$ cat src/verilog/rsrc_pkg.sv
package rsrc_pkg;

  // ----------------------------------------------------------
  // sizes
  // ----------------------------------------------------------
  localparam int DISP_SIZE   = 2;

  localparam int ROB_SIZE    = 16;
  localparam int ALU_RS_SIZE = 8;
  localparam int LDQ_SIZE    = 8;
  localparam int STQ_SIZE    = 8;
  localparam int BR_TAG_NUM  = 4;

  // demand count must hold DISP_SIZE itself
  localparam int CNT_W   = $clog2(DISP_SIZE + 1);
  // credit value must hold the largest queue size
  localparam int CRED_W  = $clog2(ROB_SIZE + 1);
  localparam int BRTAG_W = $clog2(BR_TAG_NUM);

  // ----------------------------------------------------------
  // instruction categories
  // ----------------------------------------------------------
  typedef enum logic [2:0] {
    CAT_NOP = 3'd0,
    CAT_ALU = 3'd1,
    CAT_LD  = 3'd2,
    CAT_ST  = 3'd3,
    CAT_BR  = 3'd4
  } inst_cat_e;

  // ----------------------------------------------------------
  // dispatch group and allocator structs
  // ----------------------------------------------------------
  typedef struct packed {
    logic      valid;
    inst_cat_e cat;
  } disp_slot_t;

  // slot 0 is the oldest instruction of the group
  typedef disp_slot_t [DISP_SIZE-1:0] disp_grp_t;

  // entries needed per back-end queue
  typedef struct packed {
    logic [CNT_W-1:0] rob;
    logic [CNT_W-1:0] alu;
    logic [CNT_W-1:0] ld;
    logic [CNT_W-1:0] st;
    logic [CNT_W-1:0] br;
  } demand_t;

  typedef struct packed {
    logic             valid;
    logic [CNT_W-1:0] cnt;
  } cre_ret_t;

  typedef struct packed {
    logic               valid;
    logic [BRTAG_W-1:0] tag;
  } br_cmt_t;

  // mask has a bit set for every tag busy up to this slot
  typedef struct packed {
    logic [BRTAG_W-1:0]    tag;
    logic [BR_TAG_NUM-1:0] mask;
  } brtag_out_t;

endpackage

$ cat src/verilog/disp_demand.sv
module disp_demand (
  input  logic                              i_disp_valid,
  input  rsrc_pkg::disp_grp_t               i_disp_grp,
  output rsrc_pkg::demand_t                 o_demand,
  output logic [rsrc_pkg::DISP_SIZE-1:0]    o_is_br
);
  import rsrc_pkg::*;

  // ----------------------------------------------------------
  // per-queue counts
  // ----------------------------------------------------------
  always_comb begin
    o_demand = '0;
    if (i_disp_valid) begin
      for (int d = 0; d < DISP_SIZE; d++) begin
        if (i_disp_grp[d].valid) begin
          // every valid slot needs a ROB entry, nops included
          o_demand.rob = o_demand.rob + CNT_W'(1);
          case (i_disp_grp[d].cat)
            CAT_ALU: begin
              o_demand.alu = o_demand.alu + CNT_W'(1);
            end
            CAT_LD: begin
              o_demand.ld = o_demand.ld + CNT_W'(1);
            end
            CAT_ST: begin
              o_demand.st = o_demand.st + CNT_W'(1);
            end
            CAT_BR: begin
              o_demand.br = o_demand.br + CNT_W'(1);
            end
            default: begin
              // nop uses only the ROB
            end
          endcase
        end
      end
    end
  end

  // ----------------------------------------------------------
  // branch flags per slot
  // ----------------------------------------------------------
  always_comb begin
    o_is_br = '0;
    for (int d = 0; d < DISP_SIZE; d++) begin
      o_is_br[d] = i_disp_valid &&
                   i_disp_grp[d].valid &&
                   (i_disp_grp[d].cat == CAT_BR);
    end
  end

endmodule

$ cat src/verilog/credit_counter.sv
module credit_counter #(
  parameter int MAX_CREDITS = 8
) (
  input  logic                           i_clk,
  input  logic                           i_reset_n,

  // take side, from dispatch
  input  logic                           i_take,
  input  logic [rsrc_pkg::CNT_W-1:0]     i_take_cnt,

  // return side, from the queue
  input  rsrc_pkg::cre_ret_t             i_ret,

  output logic                           o_enough,
  output logic [rsrc_pkg::CRED_W-1:0]    o_credits
);
  import rsrc_pkg::*;

  logic [CRED_W-1:0] r_credits;
  logic [CRED_W-1:0] w_credits_next;

  // take and return may land in the same cycle
  always_comb begin
    w_credits_next = r_credits;
    if (i_take) begin
      w_credits_next = w_credits_next - CRED_W'(i_take_cnt);
    end
    if (i_ret.valid) begin
      w_credits_next = w_credits_next + CRED_W'(i_ret.cnt);
    end
  end

  always_ff @(posedge i_clk, negedge i_reset_n) begin
    if (!i_reset_n) begin
      r_credits <= CRED_W'(MAX_CREDITS);
    end else begin
      r_credits <= w_credits_next;
    end
  end

  // demand is zero when no group is offered
  assign o_enough  = (r_credits >= CRED_W'(i_take_cnt));
  assign o_credits = r_credits;

  // ----------------------------------------------------------
  // checks
  // ----------------------------------------------------------
  // returns beyond what was taken would overflow the queue
  a_cred_cap: assert property (
    @(posedge i_clk) disable iff (!i_reset_n)
    r_credits <= CRED_W'(MAX_CREDITS)
  ) else $error("credit count above capacity");

  // fire from the control block must respect this counter
  a_take_ok: assert property (
    @(posedge i_clk) disable iff (!i_reset_n)
    i_take |-> o_enough
  ) else $error("credits taken while not enough");

endmodule

$ cat src/verilog/brtag_alloc.sv
module brtag_alloc (
  input  logic                               i_clk,
  input  logic                               i_reset_n,

  input  logic [rsrc_pkg::DISP_SIZE-1:0]     i_is_br,
  input  logic                               i_fire,
  input  rsrc_pkg::br_cmt_t                  i_cmt,
  input  logic                               i_flush,

  output logic                               o_enough,
  output rsrc_pkg::brtag_out_t               o_brtag [rsrc_pkg::DISP_SIZE]
);
  import rsrc_pkg::*;

  logic [BR_TAG_NUM-1:0] r_busy;
  logic [BRTAG_W-1:0]    r_last_tag;
  logic [BR_TAG_NUM-1:0] w_busy_cmt;

  // running mask and tag, entry 0 is the state before slot 0
  logic [BR_TAG_NUM-1:0] w_mask [DISP_SIZE+1];
  logic [BRTAG_W-1:0]    w_tag  [DISP_SIZE+1];

  logic [BRTAG_W:0]      w_free_cnt;
  logic [CNT_W-1:0]      w_br_cnt;

  // committed tag is free again this cycle
  always_comb begin
    w_busy_cmt = r_busy;
    if (i_cmt.valid) begin
      w_busy_cmt[i_cmt.tag] = 1'b0;
    end
  end

  // ----------------------------------------------------------
  // lowest-free allocation, slot by slot
  // ----------------------------------------------------------
  always_comb begin
    logic               found;
    logic [BRTAG_W-1:0] free_idx;
    w_mask[0] = w_busy_cmt;
    w_tag[0]  = r_last_tag;
    for (int d = 0; d < DISP_SIZE; d++) begin
      found    = 1'b0;
      free_idx = '0;
      for (int b = 0; b < BR_TAG_NUM; b++) begin
        if (!found && !w_mask[d][b]) begin
          found    = 1'b1;
          free_idx = BRTAG_W'(b);
        end
      end
      w_mask[d+1] = w_mask[d];
      w_tag[d+1]  = w_tag[d];
      if (i_is_br[d] && found) begin
        w_mask[d+1] = w_mask[d] | (BR_TAG_NUM'(1) << free_idx);
        w_tag[d+1]  = free_idx;
      end
    end
  end

  for (genvar d = 0; d < DISP_SIZE; d++) begin : g_out
    assign o_brtag[d].tag  = w_tag[d+1];
    assign o_brtag[d].mask = w_mask[d+1];
  end

  // free tags against branches in the group
  always_comb begin
    w_free_cnt = '0;
    w_br_cnt   = '0;
    for (int b = 0; b < BR_TAG_NUM; b++) begin
      w_free_cnt = w_free_cnt + (BRTAG_W+1)'(!w_busy_cmt[b]);
    end
    for (int d = 0; d < DISP_SIZE; d++) begin
      w_br_cnt = w_br_cnt + CNT_W'(i_is_br[d]);
    end
  end

  assign o_enough = (w_free_cnt >= (BRTAG_W+1)'(w_br_cnt));

  always_ff @(posedge i_clk, negedge i_reset_n) begin
    if (!i_reset_n) begin
      r_busy     <= '0;
      r_last_tag <= '0;
    end else if (i_flush) begin
      // flush kills every branch in flight
      r_busy     <= '0;
      r_last_tag <= '0;
    end else if (i_fire) begin
      r_busy     <= w_mask[DISP_SIZE];
      r_last_tag <= w_tag[DISP_SIZE];
    end else begin
      r_busy     <= w_busy_cmt;
    end
  end

  // back end may only commit a tag handed out earlier
  a_cmt_busy: assert property (
    @(posedge i_clk) disable iff (!i_reset_n)
    i_cmt.valid |-> r_busy[i_cmt.tag]
  ) else $error("commit of a free branch tag");

endmodule

$ cat src/verilog/rsrc_ctrl.sv
module rsrc_ctrl (
  input  logic i_disp_valid,
  input  logic i_flush,

  // sufficiency flags, one per back-end resource
  input  logic i_rob_ok,
  input  logic i_alu_ok,
  input  logic i_ldq_ok,
  input  logic i_stq_ok,
  input  logic i_br_ok,

  output logic o_ready,
  output logic o_fire
);

  logic [4:0] w_ok_vec;

  // ----------------------------------------------------------
  // ready
  // ----------------------------------------------------------
  // order matches the queue list, rob first
  assign w_ok_vec = {i_rob_ok, i_alu_ok, i_ldq_ok, i_stq_ok, i_br_ok};

  // any queue short of room holds the whole group
  assign o_ready = &w_ok_vec;

  // ----------------------------------------------------------
  // fire
  // ----------------------------------------------------------
  // a flush cycle takes nothing, even with a ready group
  assign o_fire = i_disp_valid & o_ready & ~i_flush;

endmodule

$ cat src/verilog/rsrc_alloc_top.sv
module rsrc_alloc_top (
  input  logic                   i_clk,
  input  logic                   i_reset_n,

  // dispatch group
  input  logic                   i_disp_valid,
  input  rsrc_pkg::disp_grp_t    i_disp_grp,
  output logic                   o_disp_ready,
  output logic                   o_disp_fire,

  // credit returns and branch commit
  input  rsrc_pkg::cre_ret_t     i_rob_ret,
  input  rsrc_pkg::cre_ret_t     i_alu_ret,
  input  rsrc_pkg::cre_ret_t     i_ldq_ret,
  input  rsrc_pkg::cre_ret_t     i_stq_ret,
  input  rsrc_pkg::br_cmt_t      i_br_cmt,
  input  logic                   i_flush,

  output rsrc_pkg::brtag_out_t   o_brtag [rsrc_pkg::DISP_SIZE]
);
  import rsrc_pkg::*;

  demand_t              w_demand;
  logic [DISP_SIZE-1:0] w_is_br;
  logic                 w_fire;
  logic                 w_rob_ok;
  logic                 w_alu_ok;
  logic                 w_ldq_ok;
  logic                 w_stq_ok;
  logic                 w_br_ok;

  disp_demand u_disp_demand (
    .i_disp_valid (i_disp_valid),
    .i_disp_grp   (i_disp_grp),
    .o_demand     (w_demand),
    .o_is_br      (w_is_br)
  );

  // ----------------------------------------------------------
  // queue credits
  // ----------------------------------------------------------
  credit_counter #(.MAX_CREDITS(ROB_SIZE)) u_rob_credit (
    .i_clk      (i_clk),
    .i_reset_n  (i_reset_n),
    .i_take     (w_fire),
    .i_take_cnt (w_demand.rob),
    .i_ret      (i_rob_ret),
    .o_enough   (w_rob_ok),
    .o_credits  ()
  );

  credit_counter #(.MAX_CREDITS(ALU_RS_SIZE)) u_alu_credit (
    .i_clk      (i_clk),
    .i_reset_n  (i_reset_n),
    .i_take     (w_fire),
    .i_take_cnt (w_demand.alu),
    .i_ret      (i_alu_ret),
    .o_enough   (w_alu_ok),
    .o_credits  ()
  );

  credit_counter #(.MAX_CREDITS(LDQ_SIZE)) u_ldq_credit (
    .i_clk      (i_clk),
    .i_reset_n  (i_reset_n),
    .i_take     (w_fire),
    .i_take_cnt (w_demand.ld),
    .i_ret      (i_ldq_ret),
    .o_enough   (w_ldq_ok),
    .o_credits  ()
  );

  credit_counter #(.MAX_CREDITS(STQ_SIZE)) u_stq_credit (
    .i_clk      (i_clk),
    .i_reset_n  (i_reset_n),
    .i_take     (w_fire),
    .i_take_cnt (w_demand.st),
    .i_ret      (i_stq_ret),
    .o_enough   (w_stq_ok),
    .o_credits  ()
  );

  // branch unit credit is the tag free list
  brtag_alloc u_brtag_alloc (
    .i_clk     (i_clk),
    .i_reset_n (i_reset_n),
    .i_is_br   (w_is_br),
    .i_fire    (w_fire),
    .i_cmt     (i_br_cmt),
    .i_flush   (i_flush),
    .o_enough  (w_br_ok),
    .o_brtag   (o_brtag)
  );

  rsrc_ctrl u_rsrc_ctrl (
    .i_disp_valid (i_disp_valid),
    .i_flush      (i_flush),
    .i_rob_ok     (w_rob_ok),
    .i_alu_ok     (w_alu_ok),
    .i_ldq_ok     (w_ldq_ok),
    .i_stq_ok     (w_stq_ok),
    .i_br_ok      (w_br_ok),
    .o_ready      (o_disp_ready),
    .o_fire       (w_fire)
  );

  assign o_disp_fire = w_fire;

endmodule

$ cat config.mk
export PLATFORM = sky130hd
export DESIGN_NAME = rsrc_alloc_top
export DESIGN_NICKNAME = d
export VERILOG_FILES = /design/src/verilog/rsrc_pkg.sv /design/src/verilog/disp_demand.sv /design/src/verilog/credit_counter.sv /design/src/verilog/brtag_alloc.sv /design/src/verilog/rsrc_ctrl.sv /design/src/verilog/rsrc_alloc_top.sv
export SDC_FILE = /design/constraint.sdc
export NUM_CORES = 1
export LEC_CHECK = 0
export BUFFER_PORTS_ARGS = -buffer_cell sky130_fd_sc_hd__buf_4
export CORE_MARGIN = 2
export CORE_UTILIZATION = 40
export CTS_CLUSTER_SIZE = 28
export DETAILED_ROUTE_END_ITERATION = 8
export GPL_ROUTABILITY_DRIVEN = 0
export SYNTH_ARGS = -nofsm -noshare
export SYNTH_HDL_FRONTEND = slang
export SYNTH_SLANG_ARGS = --single-unit
$ cat constraint.sdc
create_clock -name i_clk -period 4.16 [get_ports i_clk]
set_input_delay 0.208 -clock i_clk [delete_from_list [all_inputs] [get_ports i_clk]]
set_output_delay 0.208 -clock i_clk [all_outputs]
set_load 0.02 [all_outputs]
# Word level (Yosys, flattened, before mapping)
# Cells that the tools add are included.
# Widths: inputs -> output; s select.
[classes]
n_addsub = 17
n_mul = 0
div_mod_pow = 0
order_cmp = 7
n_eq_ne = 8
shifts = 2
mux = 45
bitwise = 7
reduce_logical = 26
[op_table]
columns = ["operator", "n"]
rows = [
  ["$mux 5", 8],
  ["$mux 10", 3],
  ["$mux 2", 12],
  ["$add 5x2->5", 4],
  ["$ge 5x2->1", 4],
  ["$mux 4", 5],
  ["$sub 5x2->5", 4],
  ["$mux 1", 15],
  ["$logic_and 1x1->1", 13],
  ["$eq 3x2->1 const B", 4],
  ["$logic_not 1->1", 11],
  ["$add 2x1->2 const B", 5],
  ["$mux 9", 1],
  ["$or 4x4->4", 2],
  ["$shl 1x2->4 const A", 2],
  ["$add 3x1->3", 2],
  ["$eq 3x1->1 const B", 2],
  ["$eq 3x3->1 const B", 2],
  ["$reduce_and 5->1", 1],
  ["$add 1x1->2", 2],
  ["$and 4x4->4", 1],
  ["$not 4->4", 1],
  ["$ge 3x2->1", 1],
  ["$lt 2x3->1 const B", 1],
  ["5 further kinds", 6],
]
[totals]
regBits = 26
latch_bits = 0
ram_bits = 0
romBits = 0
in_bits = 27
wordCells = 118
n_memories = 0

# Longest topological paths before layout
# Gate-level depths: netlist of the first run.
[logic_depth]
word_depth = 33
depth_mapped = 24
ltp_nobuf = 23

# By module
# From an unflattened synthesis of the first run, not the netlist that was laid out.
[hier_totals]
cells_unflattened = 280
hier_area_um2 = 2707.6
[modules_own_cells]
columns = ["module", "instances", "cells_per_inst", "area_each_um2"]
rows = [
  ["credit_counter", 4, 39, 414.1],
  ["brtag_alloc", 1, 89, 749.5],
  ["disp_demand", 1, 31, 269.0],
  ["rsrc_ctrl", 1, 4, 32.5],
]

# Least setup slack after synthesis of the first run
# OpenSTA, ideal clock, no wires.
[synth_timing]
path_kind = "reg2reg"
startpoint = "register u_brtag_alloc.r_busy[0]"
endpoint = "register u_stq_credit.r_credits[4], in the netlist u_stq_credit.o_credits[4]"
setup_ns = 0.079
arrival_ns = 4.111
slack_ns = -0.030
path_stages_with_launch = 21
cell_sequence = "dfrtp_1 > o21a_1 > inv_1 > ha_1 > inv_1 > fa_1 > ha_1 > nand2b_1 > a31oi_1 > a221o_1 > or2_1 > buf_6 > buf_6 > nand2_1 > o21ai_0 > ha_1 > fa_1 > nand2_1 > mux2_2 > o41ai_2 > xor2_1"
[synth_between]
elab_chain_len = 13
[synth_lines]
columns = ["element", "line_no", "source"]
rows = [
  ["start, declared", "brtag_alloc.sv:15", "logic [BR_TAG_NUM-1:0] r_busy;"],
  ["start signal, assigned", "brtag_alloc.sv:88", "r_busy <= w_mask[DISP_SIZE];"],
  ["start signal, assigned", "brtag_alloc.sv:91", "r_busy <= w_busy_cmt;"],
  ["$and 4x4->4 (no line)", "-", ""],
  ["$mux 4 *", "brtag_alloc.sv:29", "if (i_cmt.valid) begin"],
  ["$logic_not 1->1 *", "-", ""],
  ["$add 1x1->2 *", "brtag_alloc.sv:70", "w_free_cnt = w_free_cnt + (BRTAG_W+1)'(!w_busy_cmt[b]);"],
  ["$add 3x1->3 * (2 in a row)", "brtag_alloc.sv:70", ""],
  ["$ge 3x2->1 *", "brtag_alloc.sv:77", "assign o_enough = (w_free_cnt >= (BRTAG_W+1)'(w_br_cnt));"],
  ["$reduce_and 5->1 *", "rsrc_ctrl.sv:25", "assign o_ready = &w_ok_vec;"],
  ["$and 1x1->1 * (2 in a row)", "rsrc_ctrl.sv:31", "assign o_fire = i_disp_valid & o_ready & ~i_flush;"],
  ["$mux 5 *", "credit_counter.sv:25", "if (i_take) begin"],
  ["$add 5x2->5", "credit_counter.sv:29", "w_credits_next = w_credits_next + CRED_W'(i_ret.cnt);"],
  ["$mux 5 *", "credit_counter.sv:28", "if (i_ret.valid) begin"],
  ["named net u_stq_credit.w_credits_next[4]", "credit_counter.sv:20", "logic [CRED_W-1:0] w_credits_next;"],
  ["end signal, assigned", "credit_counter.sv:35", "r_credits <= CRED_W'(MAX_CREDITS);"],
  ["end signal, assigned", "credit_counter.sv:37", "r_credits <= w_credits_next;"],
  ["end, declared", "credit_counter.sv:19", "logic [CRED_W-1:0] r_credits;"],
]
# Mark *: on every way through the listed nets, which the timed path passes. The rest lies on a longest branch.
# A chain may end at the register's enable or synchronous reset.

# Worst setup path after layout of the first run
# Same ends and word-level chain as after synthesis.

==> summary.log, run 1 <==
INFO  status         status=completed
INFO  timing         worst_clock_skew=0.00198ns
INFO  route          postRouteWirelength=5910µm
INFO  worst_setup_path worstRegToRegCells=18
INFO  cells_and_area count_of_nets_after_finishing=400
INFO  pwr            ir_drop=229µV
INFO  timing         fin_setup_tns=0ns
INFO  pwr            clock_power_share=10.4%
INFO  floorplan      core_region_area=0.00596mm²
INFO  pwr            power.share.combinational=54.8%
INFO  worst_setup_path r2r_setup_slack=0.14ns
INFO  cells_and_area layout.core_utilization=51.5%
INFO  logic_synthesis synth_top_area_share=22.3%
INFO  worst_setup_path worst_path_maximum_fanout=5
INFO  logic_synthesis synth_cells=277
INFO  timing         layout_worst_path_cycle_share=96.6%
INFO  timing         layout_min_cycle_time=4.02ns
INFO  timing         timing_worst_slew_pin_value=0.503ns
INFO  route          firstDrtPassIters=4
INFO  worst_setup_path start_kind=flip-flop
INFO  cells_and_area antenna-diode-count=0
INFO  worst_setup_path critical_path.slowest_cell=sky130_fd_sc_hd__fa_1
INFO  place          place_ws=-0.0373ns
INFO  clock_network  cts.root.buffer_cell=sky130_fd_sc_hd__clkbuf_8
INFO  worst_setup_path path_cells=o21a_1 > inv_2 > ha_1 > inv_1 > fa_1 > ha_1 > nand2b_1 > a31oi_1 > a221o_1 > or2_4 > nand2_1 > o21ai_1 > ha_2 > fa_2 > nand2_2 > mux2_4 > o41ai_4 > xor2_1
INFO  timing         final.hold.worst_slack=0.137ns
INFO  cells_and_area area_growth_syn_to_layout=24.3%
INFO  timing         finalSetupViolCount=0
INFO  worst_setup_path critPathKind=flip-flop to flip-flop
INFO  clock_network  ctsHtreeMaxLevel=1
INFO  global_route   grt_usage=18.7%
INFO  clock_network  cts_tree=yes
INFO  min_path       whs_path_depth=2
INFO  route          drt-initial-drc-count=100
INFO  timing         finalWorstSetupSlack=0.141ns
INFO  place          numPortBuffers=40
INFO  timing         fmaxAchievable=0.249GHz
INFO  clock_network  cts_buffers=3
INFO  global_route   grt_start_max_net_pins=27
INFO  floorplan      core.rowCount=28
INFO  route          drc_errors=0
INFO  clock_network  cts-root-to-sink-buffers=2
INFO  timing         finalHoldViolations=0
INFO  route          ant_nets=0
INFO  pwr            leakage=1.46nW
INFO  global_route   grt_antenna_before_repair=0
INFO  pwr            power.internal=0.824mW
INFO  cells_and_area fill_cells=578
INFO  timing         setup_repair_after_global_routing_missed_its_margin=yes
INFO  logic_synthesis synth.top_cells.by_area=sky130_fd_sc_hd__dfrtp_1 22%, sky130_fd_sc_hd__ha_1 13%, sky130_fd_sc_hd__fa_1 8.1%
INFO  timing         maxSlewHeadroom=66.2%
INFO  worst_setup_path critPathMostFrequentCell=sky130_fd_sc_hd__ha_1
INFO  route          wl_per_cell=14.4µm
INFO  logic_synthesis postSynthRegisterBits=26
INFO  clock_network  clkSlewWorstSetupHoldPaths=0.09ns
INFO  global_route   via_count_of_the_first_global_routing_pass=2116
INFO  route          num_vias=2206
INFO  logic_synthesis synth_largest_area_cell=sky130_fd_sc_hd__dfrtp_1
INFO  clock_network  post_cts_buffers=0
INFO  logic_synthesis average_footprint_of_a_synthesized_cell=8.92µm²
INFO  floorplan      floorplan.die_area=0.00682mm²
INFO  min_path       hold_path.class=input port to flip-flop
INFO  worst_setup_path critPathRequiredTime=4.36ns
INFO  floorplan      initial_core_util=41.5%
INFO  pwr            switching_share=42.0%
INFO  min_path       hold_end=u_brtag_alloc.r_busy[2]
INFO  logic_synthesis synth.distinct_cells=44
INFO  worst_setup_path cp_slowest_stage_delay=0.47ns
INFO  worst_setup_path worst-endpoint-arrival=4.22ns
INFO  floorplan      die_y=82.6µm
INFO  job            maxCapViolations=0
INFO  pwr            p_sw=0.595mW
INFO  pwr            pwr_density_cell=462mW/mm²
INFO  pwr            sequential_fraction_of_design_power=34.8%
INFO  global_route   grt_remaining_overflow=0
INFO  timing         final_max_slew_viol_count=0
INFO  worst_setup_path crit_path_end_kind=flip-flop
INFO  clock_network  cts.sink_count=26
INFO  clock_network  clock_latency=0.27ns
INFO  cells_and_area share_of_final_layout_standard_cells_stronger_than_drive_strength_1=26.9%
INFO  logic_synthesis seq_area_frac_synth=26.5%
INFO  worst_setup_path critical_path.reg2reg.startpoint=u_brtag_alloc.r_busy[0]
INFO  route          vias_per_cell=5.38
INFO  global_route   grt_first_pass_wirelength=9740µm
INFO  min_path       hold_sp=i_flush
INFO  logic_synthesis syn_area=0.00247mm²
INFO  logic_synthesis postSynthNetCount=340
INFO  place          detailedPlacementHpwl=4740µm
INFO  logic_synthesis ys_warn_count=0
INFO  worst_setup_path worstReg2RegEnd=u_stq_credit.o_credits[4]
INFO  floorplan      pin_count=41
INFO  floorplan      chipWidth=82.6µm
[layout by cell type (no fill, tap or decap), drive strengths merged, types with 4 or more instances in the layout]
master / instances
o22ai: 7
mux2i: 6
dfrtp: 22
fa: 10
a21oi: 12
ha: 26
o21ai: 18
a211oi: 9
nor3: 5
nand3: 8
nor2b: 4
nand2b: 5
nor2: 13
nand2: 36
inv: 21
mux2: 10
nand4: 4
xor2: 10
buf: 59
and2: 5
a21o: 6
dfstp: 4
xnor2: 6
[Yosys cell counts (all sizes together)]
cell type / number
a221oi: 1
xor2: 10
and3b: 1
a21o: 6
nor2: 13
and3: 3
nor2b: 4
nand3b: 1
buf: 3
o41ai: 1
fa: 10
a21oi: 12
nor4: 3
mux2: 10
a211oi: 9
o31ai: 1
o21bai: 1
nor3b: 2
a22oi: 1
inv: 21
xnor2: 6
a22o: 2
nand3: 8
dfrtp: 22
o21a: 1
ha: 26
mux2i: 6
o21ai: 18
a31oi: 2
or2: 2
clkbuf: 2
a221o: 2
nor3: 5
nand4: 4
nand2: 36
o22ai: 7
and2: 5
o211ai: 1
nand2b: 5
dfstp: 4
[metrics by stage]
| step | cells | power, mW | cell area (µm²) |
|---|---|---|---|
| 2_1_floorplan | 277 | 0.998 | 2480 |
| 3_3_place_gp | 406 | 1.22 | 2980 |
| 3_5_place_dp | 406 | 1.24 | 2980 |
| 4_1_cts | 410 | 1.40 | 3030 |
| 5_1_grt | 410 | 1.57 | 3070 |
| 6_report | 410 | 1.42 | 3070 |
[how the worst max path moves through the flow]
stage,start,to,slack [ns],cells after the start
after floorplan,u_brtag_alloc.r_busy[0],u_stq_credit.o_credits[4],0.004,20
after CTS,u_brtag_alloc.r_busy[0],u_stq_credit.o_credits[4],0.02,18
after global placement,i_br_cmt[1],u_stq_credit.o_credits[4],0.02,20
after detailed placement,i_br_cmt[1],u_stq_credit.o_credits[4],-0.04,20
final,u_brtag_alloc.r_busy[0],u_stq_credit.o_credits[4],0.14,18
after global routing,u_brtag_alloc.r_busy[0],u_alu_credit.o_credits[3],-0.06,23
[routing by layer]
metal | share of wire (%) | vias up | wire [µm] | global-route usage (%)
met3 | 3.4 | 6 | 200 | 2.61
li1 | - | 1098 | - | -
met1 | 48 | 1064 | 2860 | 25.6
met2 | 47 | 38 | 2780 | 30.7
met5 | 0 | - | 0 | 0
met4 | 1.2 | 0 | 69 | 5.08
[flip-flops by register name, indices dropped and copies added, names as in the netlist]
name,count
u_ldq_credit.o_credits,5
u_brtag_alloc.r_last_tag,2
u_stq_credit.o_credits,5
u_rob_credit.o_credits,5
u_alu_credit.o_credits,5
u_brtag_alloc.r_busy,4
[repair_timing]
action | in CTS | in global routing
hold buffers | 1 | 0
endpoints found under the hold margin | 22 | 0
resized for setup | 0 | 14
endpoints found under the setup margin | 0 | 6
[critical path: cells and delay by family, from the launching register on]
family	cells	cell delay (ns)
adders and majority gates	5	1.59
DFF	1	0.34
AOI/OAI and AO/OA	5	0.91
muxes	1	0.31
and+or+nand+nor	4	0.51
xor gates and xnor gates	1	0.17
buffers and inverters	2	0.10
[logic make-up (layout without fill, tap and decap cells)]
group | Yosys count | after routing | share of synthesized area [%]
buf+inv | 26 | 84 | 4.61
mux | 16 | 16 | 6.99
compound gates | 65 | 65 | 17.0
simple gates | 92 | 92 | 17.9
flops | 26 | 26 | 26.5
fa+ha+maj | 36 | 36 | 21.3
xor+xnor | 16 | 16 | 5.67
[power groups by stage]
stage / Clock [mW] / Sequential, mW / Combinational, mW
2_1_floorplan: 0 / 0.461 / 0.537
3_3_place_gp: 0 / 0.494 / 0.726
3_5_place_dp: 0 / 0.493 / 0.750
4_1_cts: 0.153 / 0.488 / 0.755
5_1_grt: 0.166 / 0.510 / 0.890
6_report: 0.147 / 0.494 / 0.778
[area by class of cell]
type,count,area [µm²],area share [%]
flip-flops and latches,26,656,21.4
inverters,21,78.8,2.57
multi-input cells,225,1740,56.8
well taps,75,93.8,3.06
clock buffers,3,41.3,1.35
repair buffers,60,457,14.9
Power figures use the tool's default switching activity.
==> run 2, diff against run 1 <==
--- a/config.mk
+++ b/config.mk
@@ -6,11 +6,13 @@
 export NUM_CORES = 1
 export LEC_CHECK = 0
 export BUFFER_PORTS_ARGS = -buffer_cell sky130_fd_sc_hd__buf_4
+export CORE_ASPECT_RATIO = 0.9
 export CORE_MARGIN = 2
-export CORE_UTILIZATION = 40
+export CORE_UTILIZATION = 52
 export CTS_CLUSTER_SIZE = 28
 export DETAILED_ROUTE_END_ITERATION = 8
 export GPL_ROUTABILITY_DRIVEN = 0
+export PLACE_DENSITY = 0.77
 export SYNTH_ARGS = -nofsm -noshare
 export SYNTH_HDL_FRONTEND = slang
 export SYNTH_SLANG_ARGS = --single-unit
==> run 2 against run 1 <==
Final cell count fell by 3.9%. Design area fell by 1.1%. Largest power group unchanged. Combinational power fell by 1%. Wire length fell by 6.2%. Sequential power barely moved. Critical path depth did not move. Die area fell by 22%. Global-route usage rose by 3.4 points. Register-to-register slack improved by 0.08 ns. Worst hold slack improved by 0.0089 ns.
==> summary.log, run 2 (same netlist as run 1, synthesis figures left out) <==
INFO  status         status=completed
INFO  clock_network  post_cts_buffers=0
INFO  cells_and_area area_growth_syn_to_layout=22.9%
INFO  cells_and_area final_area=0.00304mm²
INFO  clock_network  cts.root.buffer_cell=sky130_fd_sc_hd__clkbuf_8
INFO  pwr            leakage=1.45nW
INFO  cells_and_area final-instance-count-excl-fill=394
INFO  worst_setup_path cp_slowest_stage_delay=0.47ns
INFO  route          drc_errors=0
INFO  global_route   grt_first_pass_wirelength=9640µm
INFO  clock_network  cts_tree=yes
INFO  route          postRouteWirelength=5550µm
INFO  min_path       hold_path.class=input port to flip-flop
INFO  worst_setup_path start_kind=flip-flop
INFO  place          numPortBuffers=40
INFO  worst_setup_path worst_path_maximum_fanout=8
INFO  global_route   grt_start_max_net_pins=27
INFO  place          placedCellCount=389
INFO  floorplan      core.rowCount=23
INFO  timing         finalHoldViolations=0
INFO  timing         setup_repair_after_global_routing_missed_its_margin=yes
INFO  cells_and_area count_of_nets_after_finishing=396
INFO  cells_and_area final_cell_mix=54 x sky130_fd_sc_hd__buf_4, 33 x sky130_fd_sc_hd__nand2_1, 23 x sky130_fd_sc_hd__ha_1
INFO  worst_setup_path critPathRequiredTime=4.37ns
INFO  clock_network  ctsHtreeMaxLevel=1
INFO  floorplan      core_region_area=0.00452mm²
INFO  global_route   grt_antenna_before_repair=0
INFO  global_route   grt_usage=22.1%
INFO  route          num_vias=2162
INFO  global_route   grt_remaining_overflow=0
INFO  route          wl_per_cell=14.1µm
INFO  route          drt-initial-drc-count=128
INFO  clock_network  clock_latency=0.28ns
INFO  floorplan      floorplan.die_area=0.00532mm²
INFO  pwr            pwr_density_cell=471mW/mm²
INFO  place          place_area=0.00293mm²
INFO  timing         layout_min_cycle_time=3.94ns
INFO  timing         fin_setup_tns=0ns
INFO  floorplan      initial_core_util=54.7%
INFO  route          firstDrtPassIters=4
INFO  worst_setup_path critPathKind=flip-flop to flip-flop
INFO  route          ant_nets=0
INFO  worst_setup_path critical_path.slowest_cell=sky130_fd_sc_hd__fa_1
INFO  route          vias_per_cell=5.49
INFO  timing         layout_worst_path_cycle_share=94.8%
INFO  timing         worst_clock_skew=0.00584ns
INFO  floorplan      chipWidth=76.6µm
INFO  worst_setup_path path_cells=o21a_1 > inv_2 > ha_1 > inv_1 > fa_1 > ha_1 > nand2b_1 > a31oi_1 > a221o_1 > or2_4 > buf_4 > nand2_1 > nand2_2 > fa_2 > nand2_2 > mux2_4 > o41ai_4 > xor2_1
INFO  job            maxCapViolations=0
INFO  clock_network  cts_buffers=3
INFO  clock_network  cts.sink_count=26
INFO  pwr            ir_drop=289µV
INFO  floorplan      die_y=69.4µm
INFO  timing         fmaxAchievable=0.254GHz
INFO  worst_setup_path crit_path_end_kind=flip-flop
INFO  cells_and_area antenna-diode-count=0
INFO  global_route   via_count_of_the_first_global_routing_pass=2080
INFO  floorplan      pin_count=41
INFO  clock_network  clkSlewWorstSetupHoldPaths=0.09ns
INFO  clock_network  cts-root-to-sink-buffers=2
INFO  worst_setup_path worst-endpoint-arrival=4.15ns
INFO  cells_and_area share_of_final_layout_standard_cells_stronger_than_drive_strength_1=26.2%
INFO  cells_and_area commonest_non_fill_non_tap_cell_in_the_layout=sky130_fd_sc_hd__buf_4
INFO  cells_and_area layout.core_utilization=67.2%
INFO  timing         final.hold.worst_slack=0.146ns
INFO  cells_and_area fill_cells=394
INFO  place          detailedPlacementHpwl=4430µm
INFO  timing         finalSetupViolCount=0
INFO  timing         maxSlewHeadroom=63.6%
INFO  timing         final_max_slew_viol_count=0
INFO  timing         timing_worst_slew_pin_value=0.542ns
## run 2: critical path, delay by kind of cell, from the launching register on
kind                     cells  cell delay [ns]
XOR/XNOR                     1             0.16
flip-flops                   1             0.34
AO/OA/AOI/OAI                4             0.80
buffers and inverters        3             0.26
adder cells (fa/ha/maj)      4             1.39
AND/OR/NAND/NOR              5             0.60
multiplexers                 1             0.32
## run 2: final timing paths
| check | startpoint | to | slack (ns) | cells past startpoint |
|---|---|---|---|---|
| setup reg to reg | u_brtag_alloc.r_busy[0] | u_stq_credit.o_credits[4] | 0.22 | 18 |
| min in group asynchronous | i_reset_n | u_alu_credit.o_credits[2] | 0.39 | 2 |
| setup / recovery | u_brtag_alloc.r_busy[0] | u_stq_credit.o_credits[4] | 0.22 | 18 |
| max in group asynchronous | i_reset_n | u_stq_credit.o_credits[3] | 3.46 | 2 |
| hold / removal | i_flush | u_brtag_alloc.r_busy[2] | 0.15 | 2 |
| hold reg to reg | u_ldq_credit.o_credits[4] | u_ldq_credit.o_credits[4] | 0.48 | 1 |
## run 2: routing by layer
metal	vias up	wire length (µm)	global-route usage, %
li1	1093	-	-
met2	37	2650	37.1
met5	-	0	0
met4	0	18	3.64
met1	1029	2730	31.0
met3	3	151	3.13
## run 2: final cells by class
class / count / area (µm²) / area share (%)
well taps: 62 / 77.6 / 2.56
inverters: 21 / 78.8 / 2.60
clock buffers: 4 / 55.1 / 1.81
multi-input cells: 225 / 1740 / 57.4
repair buffers: 56 / 427 / 14.1
flip-flops and latches: 26 / 656 / 21.6
## run 2: repair_timing
action / 4_1_cts / 5_1_grt
endpoints found under the setup margin: 0 / 6
hold buffers: 1 / 0
endpoints found under the hold margin: 22 / 0
resized for setup: 0 / 14
## run 2: per-stage QoR
| stage | total power, mW | worst slack, ns |
|---|---|---|
| 2_1_floorplan | 0.998 | 0.00372 |
| 3_3_place_gp | 1.19 | 0.0330 |
| 3_5_place_dp | 1.23 | -0.0490 |
| 4_1_cts | 1.41 | 0.0509 |
| 5_1_grt | 1.57 | -0.0618 |
| 6_report | 1.43 | 0.218 |
## run 2: power by group
part	switching (mW)	internal [mW]
Sequential	0.119	0.373
Combinational	0.393	0.374
Clock	0.0836	0.0849
==> run 3, diff against run 2 <==
--- a/config.mk
+++ b/config.mk
@@ -7,7 +7,7 @@
 export LEC_CHECK = 0
 export BUFFER_PORTS_ARGS = -buffer_cell sky130_fd_sc_hd__buf_4
 export CORE_ASPECT_RATIO = 0.9
-export CORE_MARGIN = 2
+export CORE_MARGIN = 8
 export CORE_UTILIZATION = 52
 export CTS_CLUSTER_SIZE = 28
 export DETAILED_ROUTE_END_ITERATION = 8
==> run 3 against run 2 <==
Sequential power increased by 1%. Wire length increased by 5.9%. Clock skew increased by 0.013 ns. Clock power increased by 28%. Power increased by 3.9%. Non-clock buffer count increased by 1. Maximum frequency decreased by 1.2%. Via count increased by 1.5%. Register-to-register slack got worse by 0.05 ns. First-iteration DRC count decreased by 13%. Die area increased by 36%. Combinational power increased by 0.5%.
==> summary.log, run 3 (same netlist as run 1, synthesis figures left out) <==
INFO  floorplan      initial_core_util=54.7%
INFO  worst_setup_path path_delay_family=adder cells
INFO  min_path       hold_path.class=input port to flip-flop
INFO  timing         layout_min_cycle_time=3.99ns
INFO  place          placedCellCount=390
INFO  worst_setup_path critPathRequiredTime=4.36ns
INFO  timing         timing_worst_slew_pin_value=0.508ns
INFO  cells_and_area count_of_nets_after_finishing=397
INFO  worst_setup_path critical_path.slowest_cell=sky130_fd_sc_hd__fa_1
INFO  cells_and_area antenna-diode-count=0
INFO  worst_setup_path r2r_setup_slack=0.17ns
INFO  worst_setup_path worst-endpoint-arrival=4.19ns
INFO  cells_and_area area_growth_syn_to_layout=23.9%
INFO  timing         finalSetupViolCount=0
INFO  worst_setup_path worst_path_maximum_fanout=6
INFO  place          detailedPlacementHpwl=4750µm
INFO  route          num_vias=2195
INFO  timing         final.hold.worst_slack=0.149ns
INFO  pwr            ir_drop=291µV
INFO  clock_network  cts.sink_count=26
INFO  floorplan      core_region_area=0.00452mm²
INFO  job            maxCapViolations=0
INFO  global_route   grt_first_pass_wirelength=10000µm
INFO  worst_setup_path cp_slowest_stage_delay=0.47ns
INFO  clock_network  cts_tree=yes
INFO  clock_network  cts_buffers=3
INFO  clock_network  clock_latency=0.29ns
INFO  clock_network  ctsHtreeMaxLevel=1
INFO  worst_setup_path cp_num_buf_inv=3
INFO  timing         finalWorstSetupSlack=0.170ns
INFO  timing         fmaxAchievable=0.251GHz
INFO  route          wl_per_cell=14.9µm
INFO  worst_setup_path crit_path_end_kind=flip-flop
INFO  worst_setup_path worstReg2RegEnd=u_stq_credit.o_credits[4]
INFO  route          vias_per_cell=5.56
INFO  timing         setup_repair_after_global_routing_missed_its_margin=yes
INFO  global_route   grt_start_max_net_pins=27
INFO  cells_and_area final-instance-count-excl-fill=395
INFO  timing         worst_clock_skew=0.0186ns
INFO  floorplan      pin_count=41
INFO  route          postRouteWirelength=5870µm
INFO  timing         finalHoldViolations=0
INFO  worst_setup_path start_kind=flip-flop
INFO  global_route   via_count_of_the_first_global_routing_pass=2202
INFO  route          drt-initial-drc-count=111
INFO  min_path       whs_path_depth=2
INFO  route          firstDrtPassIters=4
INFO  cells_and_area final_cell_mix=55 x sky130_fd_sc_hd__buf_4, 34 x sky130_fd_sc_hd__nand2_1, 24 x sky130_fd_sc_hd__ha_1
INFO  timing         maxSlewHeadroom=65.8%
INFO  min_path       hold_end=u_brtag_alloc.r_busy[2]
INFO  route          drc_errors=0
INFO  place          numPortBuffers=40
INFO  clock_network  post_cts_buffers=0
INFO  cells_and_area fill_cells=380
INFO  clock_network  cts-root-to-sink-buffers=2
INFO  clock_network  clkSlewWorstSetupHoldPaths=0.08ns
INFO  cells_and_area share_of_final_layout_standard_cells_stronger_than_drive_strength_1=26.1%
INFO  worst_setup_path critPathKind=flip-flop to flip-flop
INFO  status         status=completed
INFO  cells_and_area commonest_non_fill_non_tap_cell_in_the_layout=sky130_fd_sc_hd__buf_4
INFO  pwr            leakage=1.47nW
INFO  timing         fin_setup_tns=0ns
INFO  place          place_ws=-0.0508ns
INFO  floorplan      chipWidth=88.6µm
INFO  floorplan      die_y=81.4µm
INFO  floorplan      core.rowCount=23
INFO  global_route   grt_remaining_overflow=0
INFO  timing         layout_worst_path_cycle_share=95.9%
INFO  worst_setup_path critical_path.reg2reg.startpoint=u_brtag_alloc.r_busy[0]
INFO  floorplan      floorplan.die_area=0.00721mm²
INFO  pwr            pwr_density_cell=485mW/mm²
INFO  worst_setup_path worstRegToRegCells=18
INFO  global_route   grt_antenna_before_repair=0
INFO  route          ant_nets=0
INFO  worst_setup_path path_cells=o21a_1 > inv_2 > ha_1 > inv_1 > fa_1 > ha_1 > nand2b_1 > a31oi_1 > a221o_1 > or2_4 > buf_4 > nand2_1 > nand2_1 > fa_2 > nand2_2 > mux2_4 > o41ai_4 > xor2_1
INFO  global_route   grt_usage=17.3%
INFO  min_path       hold_sp=i_flush
INFO  clock_network  cts.root.buffer_cell=sky130_fd_sc_hd__clkbuf_8
INFO  timing         final_max_slew_viol_count=0
[run 3: area by class of cell]
cell class	instances	area, µm²	share of cell area [%]
multi-input cells	225	1740	56.9
flip-flops and latches	26	656	21.4
repair buffers	57	434	14.2
inverters	21	78.8	2.58
well taps	62	77.6	2.54
clock buffers	3	41.3	1.35
clock inverters	1	30.0	0.982
[run 3: worst reg2reg max path, stage by stage (launching register included)]
cell,delay (ns)
sky130_fd_sc_hd__dfrtp_1,0.34
sky130_fd_sc_hd__o21a_1,0.15
sky130_fd_sc_hd__inv_2,0.05
sky130_fd_sc_hd__ha_1,0.26
sky130_fd_sc_hd__inv_1,0.05
sky130_fd_sc_hd__fa_1,0.47
sky130_fd_sc_hd__ha_1,0.28
sky130_fd_sc_hd__nand2b_1,0.09
sky130_fd_sc_hd__a31oi_1,0.08
sky130_fd_sc_hd__a221o_1,0.28
sky130_fd_sc_hd__or2_4,0.27
sky130_fd_sc_hd__buf_4,0.17
sky130_fd_sc_hd__nand2_1,0.06
sky130_fd_sc_hd__nand2_1,0.10
sky130_fd_sc_hd__fa_2,0.39
sky130_fd_sc_hd__nand2_2,0.10
sky130_fd_sc_hd__mux2_4,0.32
sky130_fd_sc_hd__o41ai_4,0.30
sky130_fd_sc_hd__xor2_1,0.16
[run 3: power breakdown]
part | switching, mW | total (mW) | internal [mW]
Clock | 0.0858 | 0.215 | 0.129
Sequential | 0.125 | 0.498 | 0.373
Combinational | 0.394 | 0.771 | 0.377
Total | 0.605 | 1.48 | 0.879
[run 3: how the worst max path moves through the flow]
stage	startpoint	slack [ns]	end	cells past startpoint
floorplan	u_brtag_alloc.r_busy[0]	0.004	u_stq_credit.o_credits[4]	20
global placement	i_br_cmt[1]	0.05	u_stq_credit.o_credits[4]	20
detailed placement	i_br_cmt[1]	-0.05	u_stq_credit.o_credits[4]	20
CTS	u_brtag_alloc.r_busy[1]	0.02	u_stq_credit.o_credits[4]	18
global route	u_brtag_alloc.r_busy[0]	-0.01	u_stq_credit.o_credits[4]	19
finish	u_brtag_alloc.r_busy[0]	0.17	u_stq_credit.o_credits[4]	18
[run 3: per-stage QoR]
step | utilization (%) | instance area, µm² | power (mW)
4_1_cts | 66.9 | 3020 | 1.46
6_report | 67.7 | 3060 | 1.48
2_1_floorplan | - | 2480 | 0.998
3_3_place_gp | 65.1 | 2940 | 1.19
3_5_place_dp | 65.1 | 2940 | 1.23
5_1_grt | 67.7 | 3060 | 1.62
[run 3: timing repair]
item	in CTS	in global routing
hold endpoints to repair	22	0
hold buffers	1	0
setup endpoints to repair	0	8
resized for setup	0	14
[run 3: metal layers]
metal | up-vias | GRT usage [%] | share of wire [%] | wire length, µm
met2 | 44 | 28.7 | 48 | 2810
li1 | 1101 | - | - | -
met1 | 1046 | 22.7 | 46 | 2730
met4 | 0 | 3.88 | 0.80 | 47
met3 | 4 | 2.92 | 4.9 | 288
met5 | - | 0 | 0 | 0
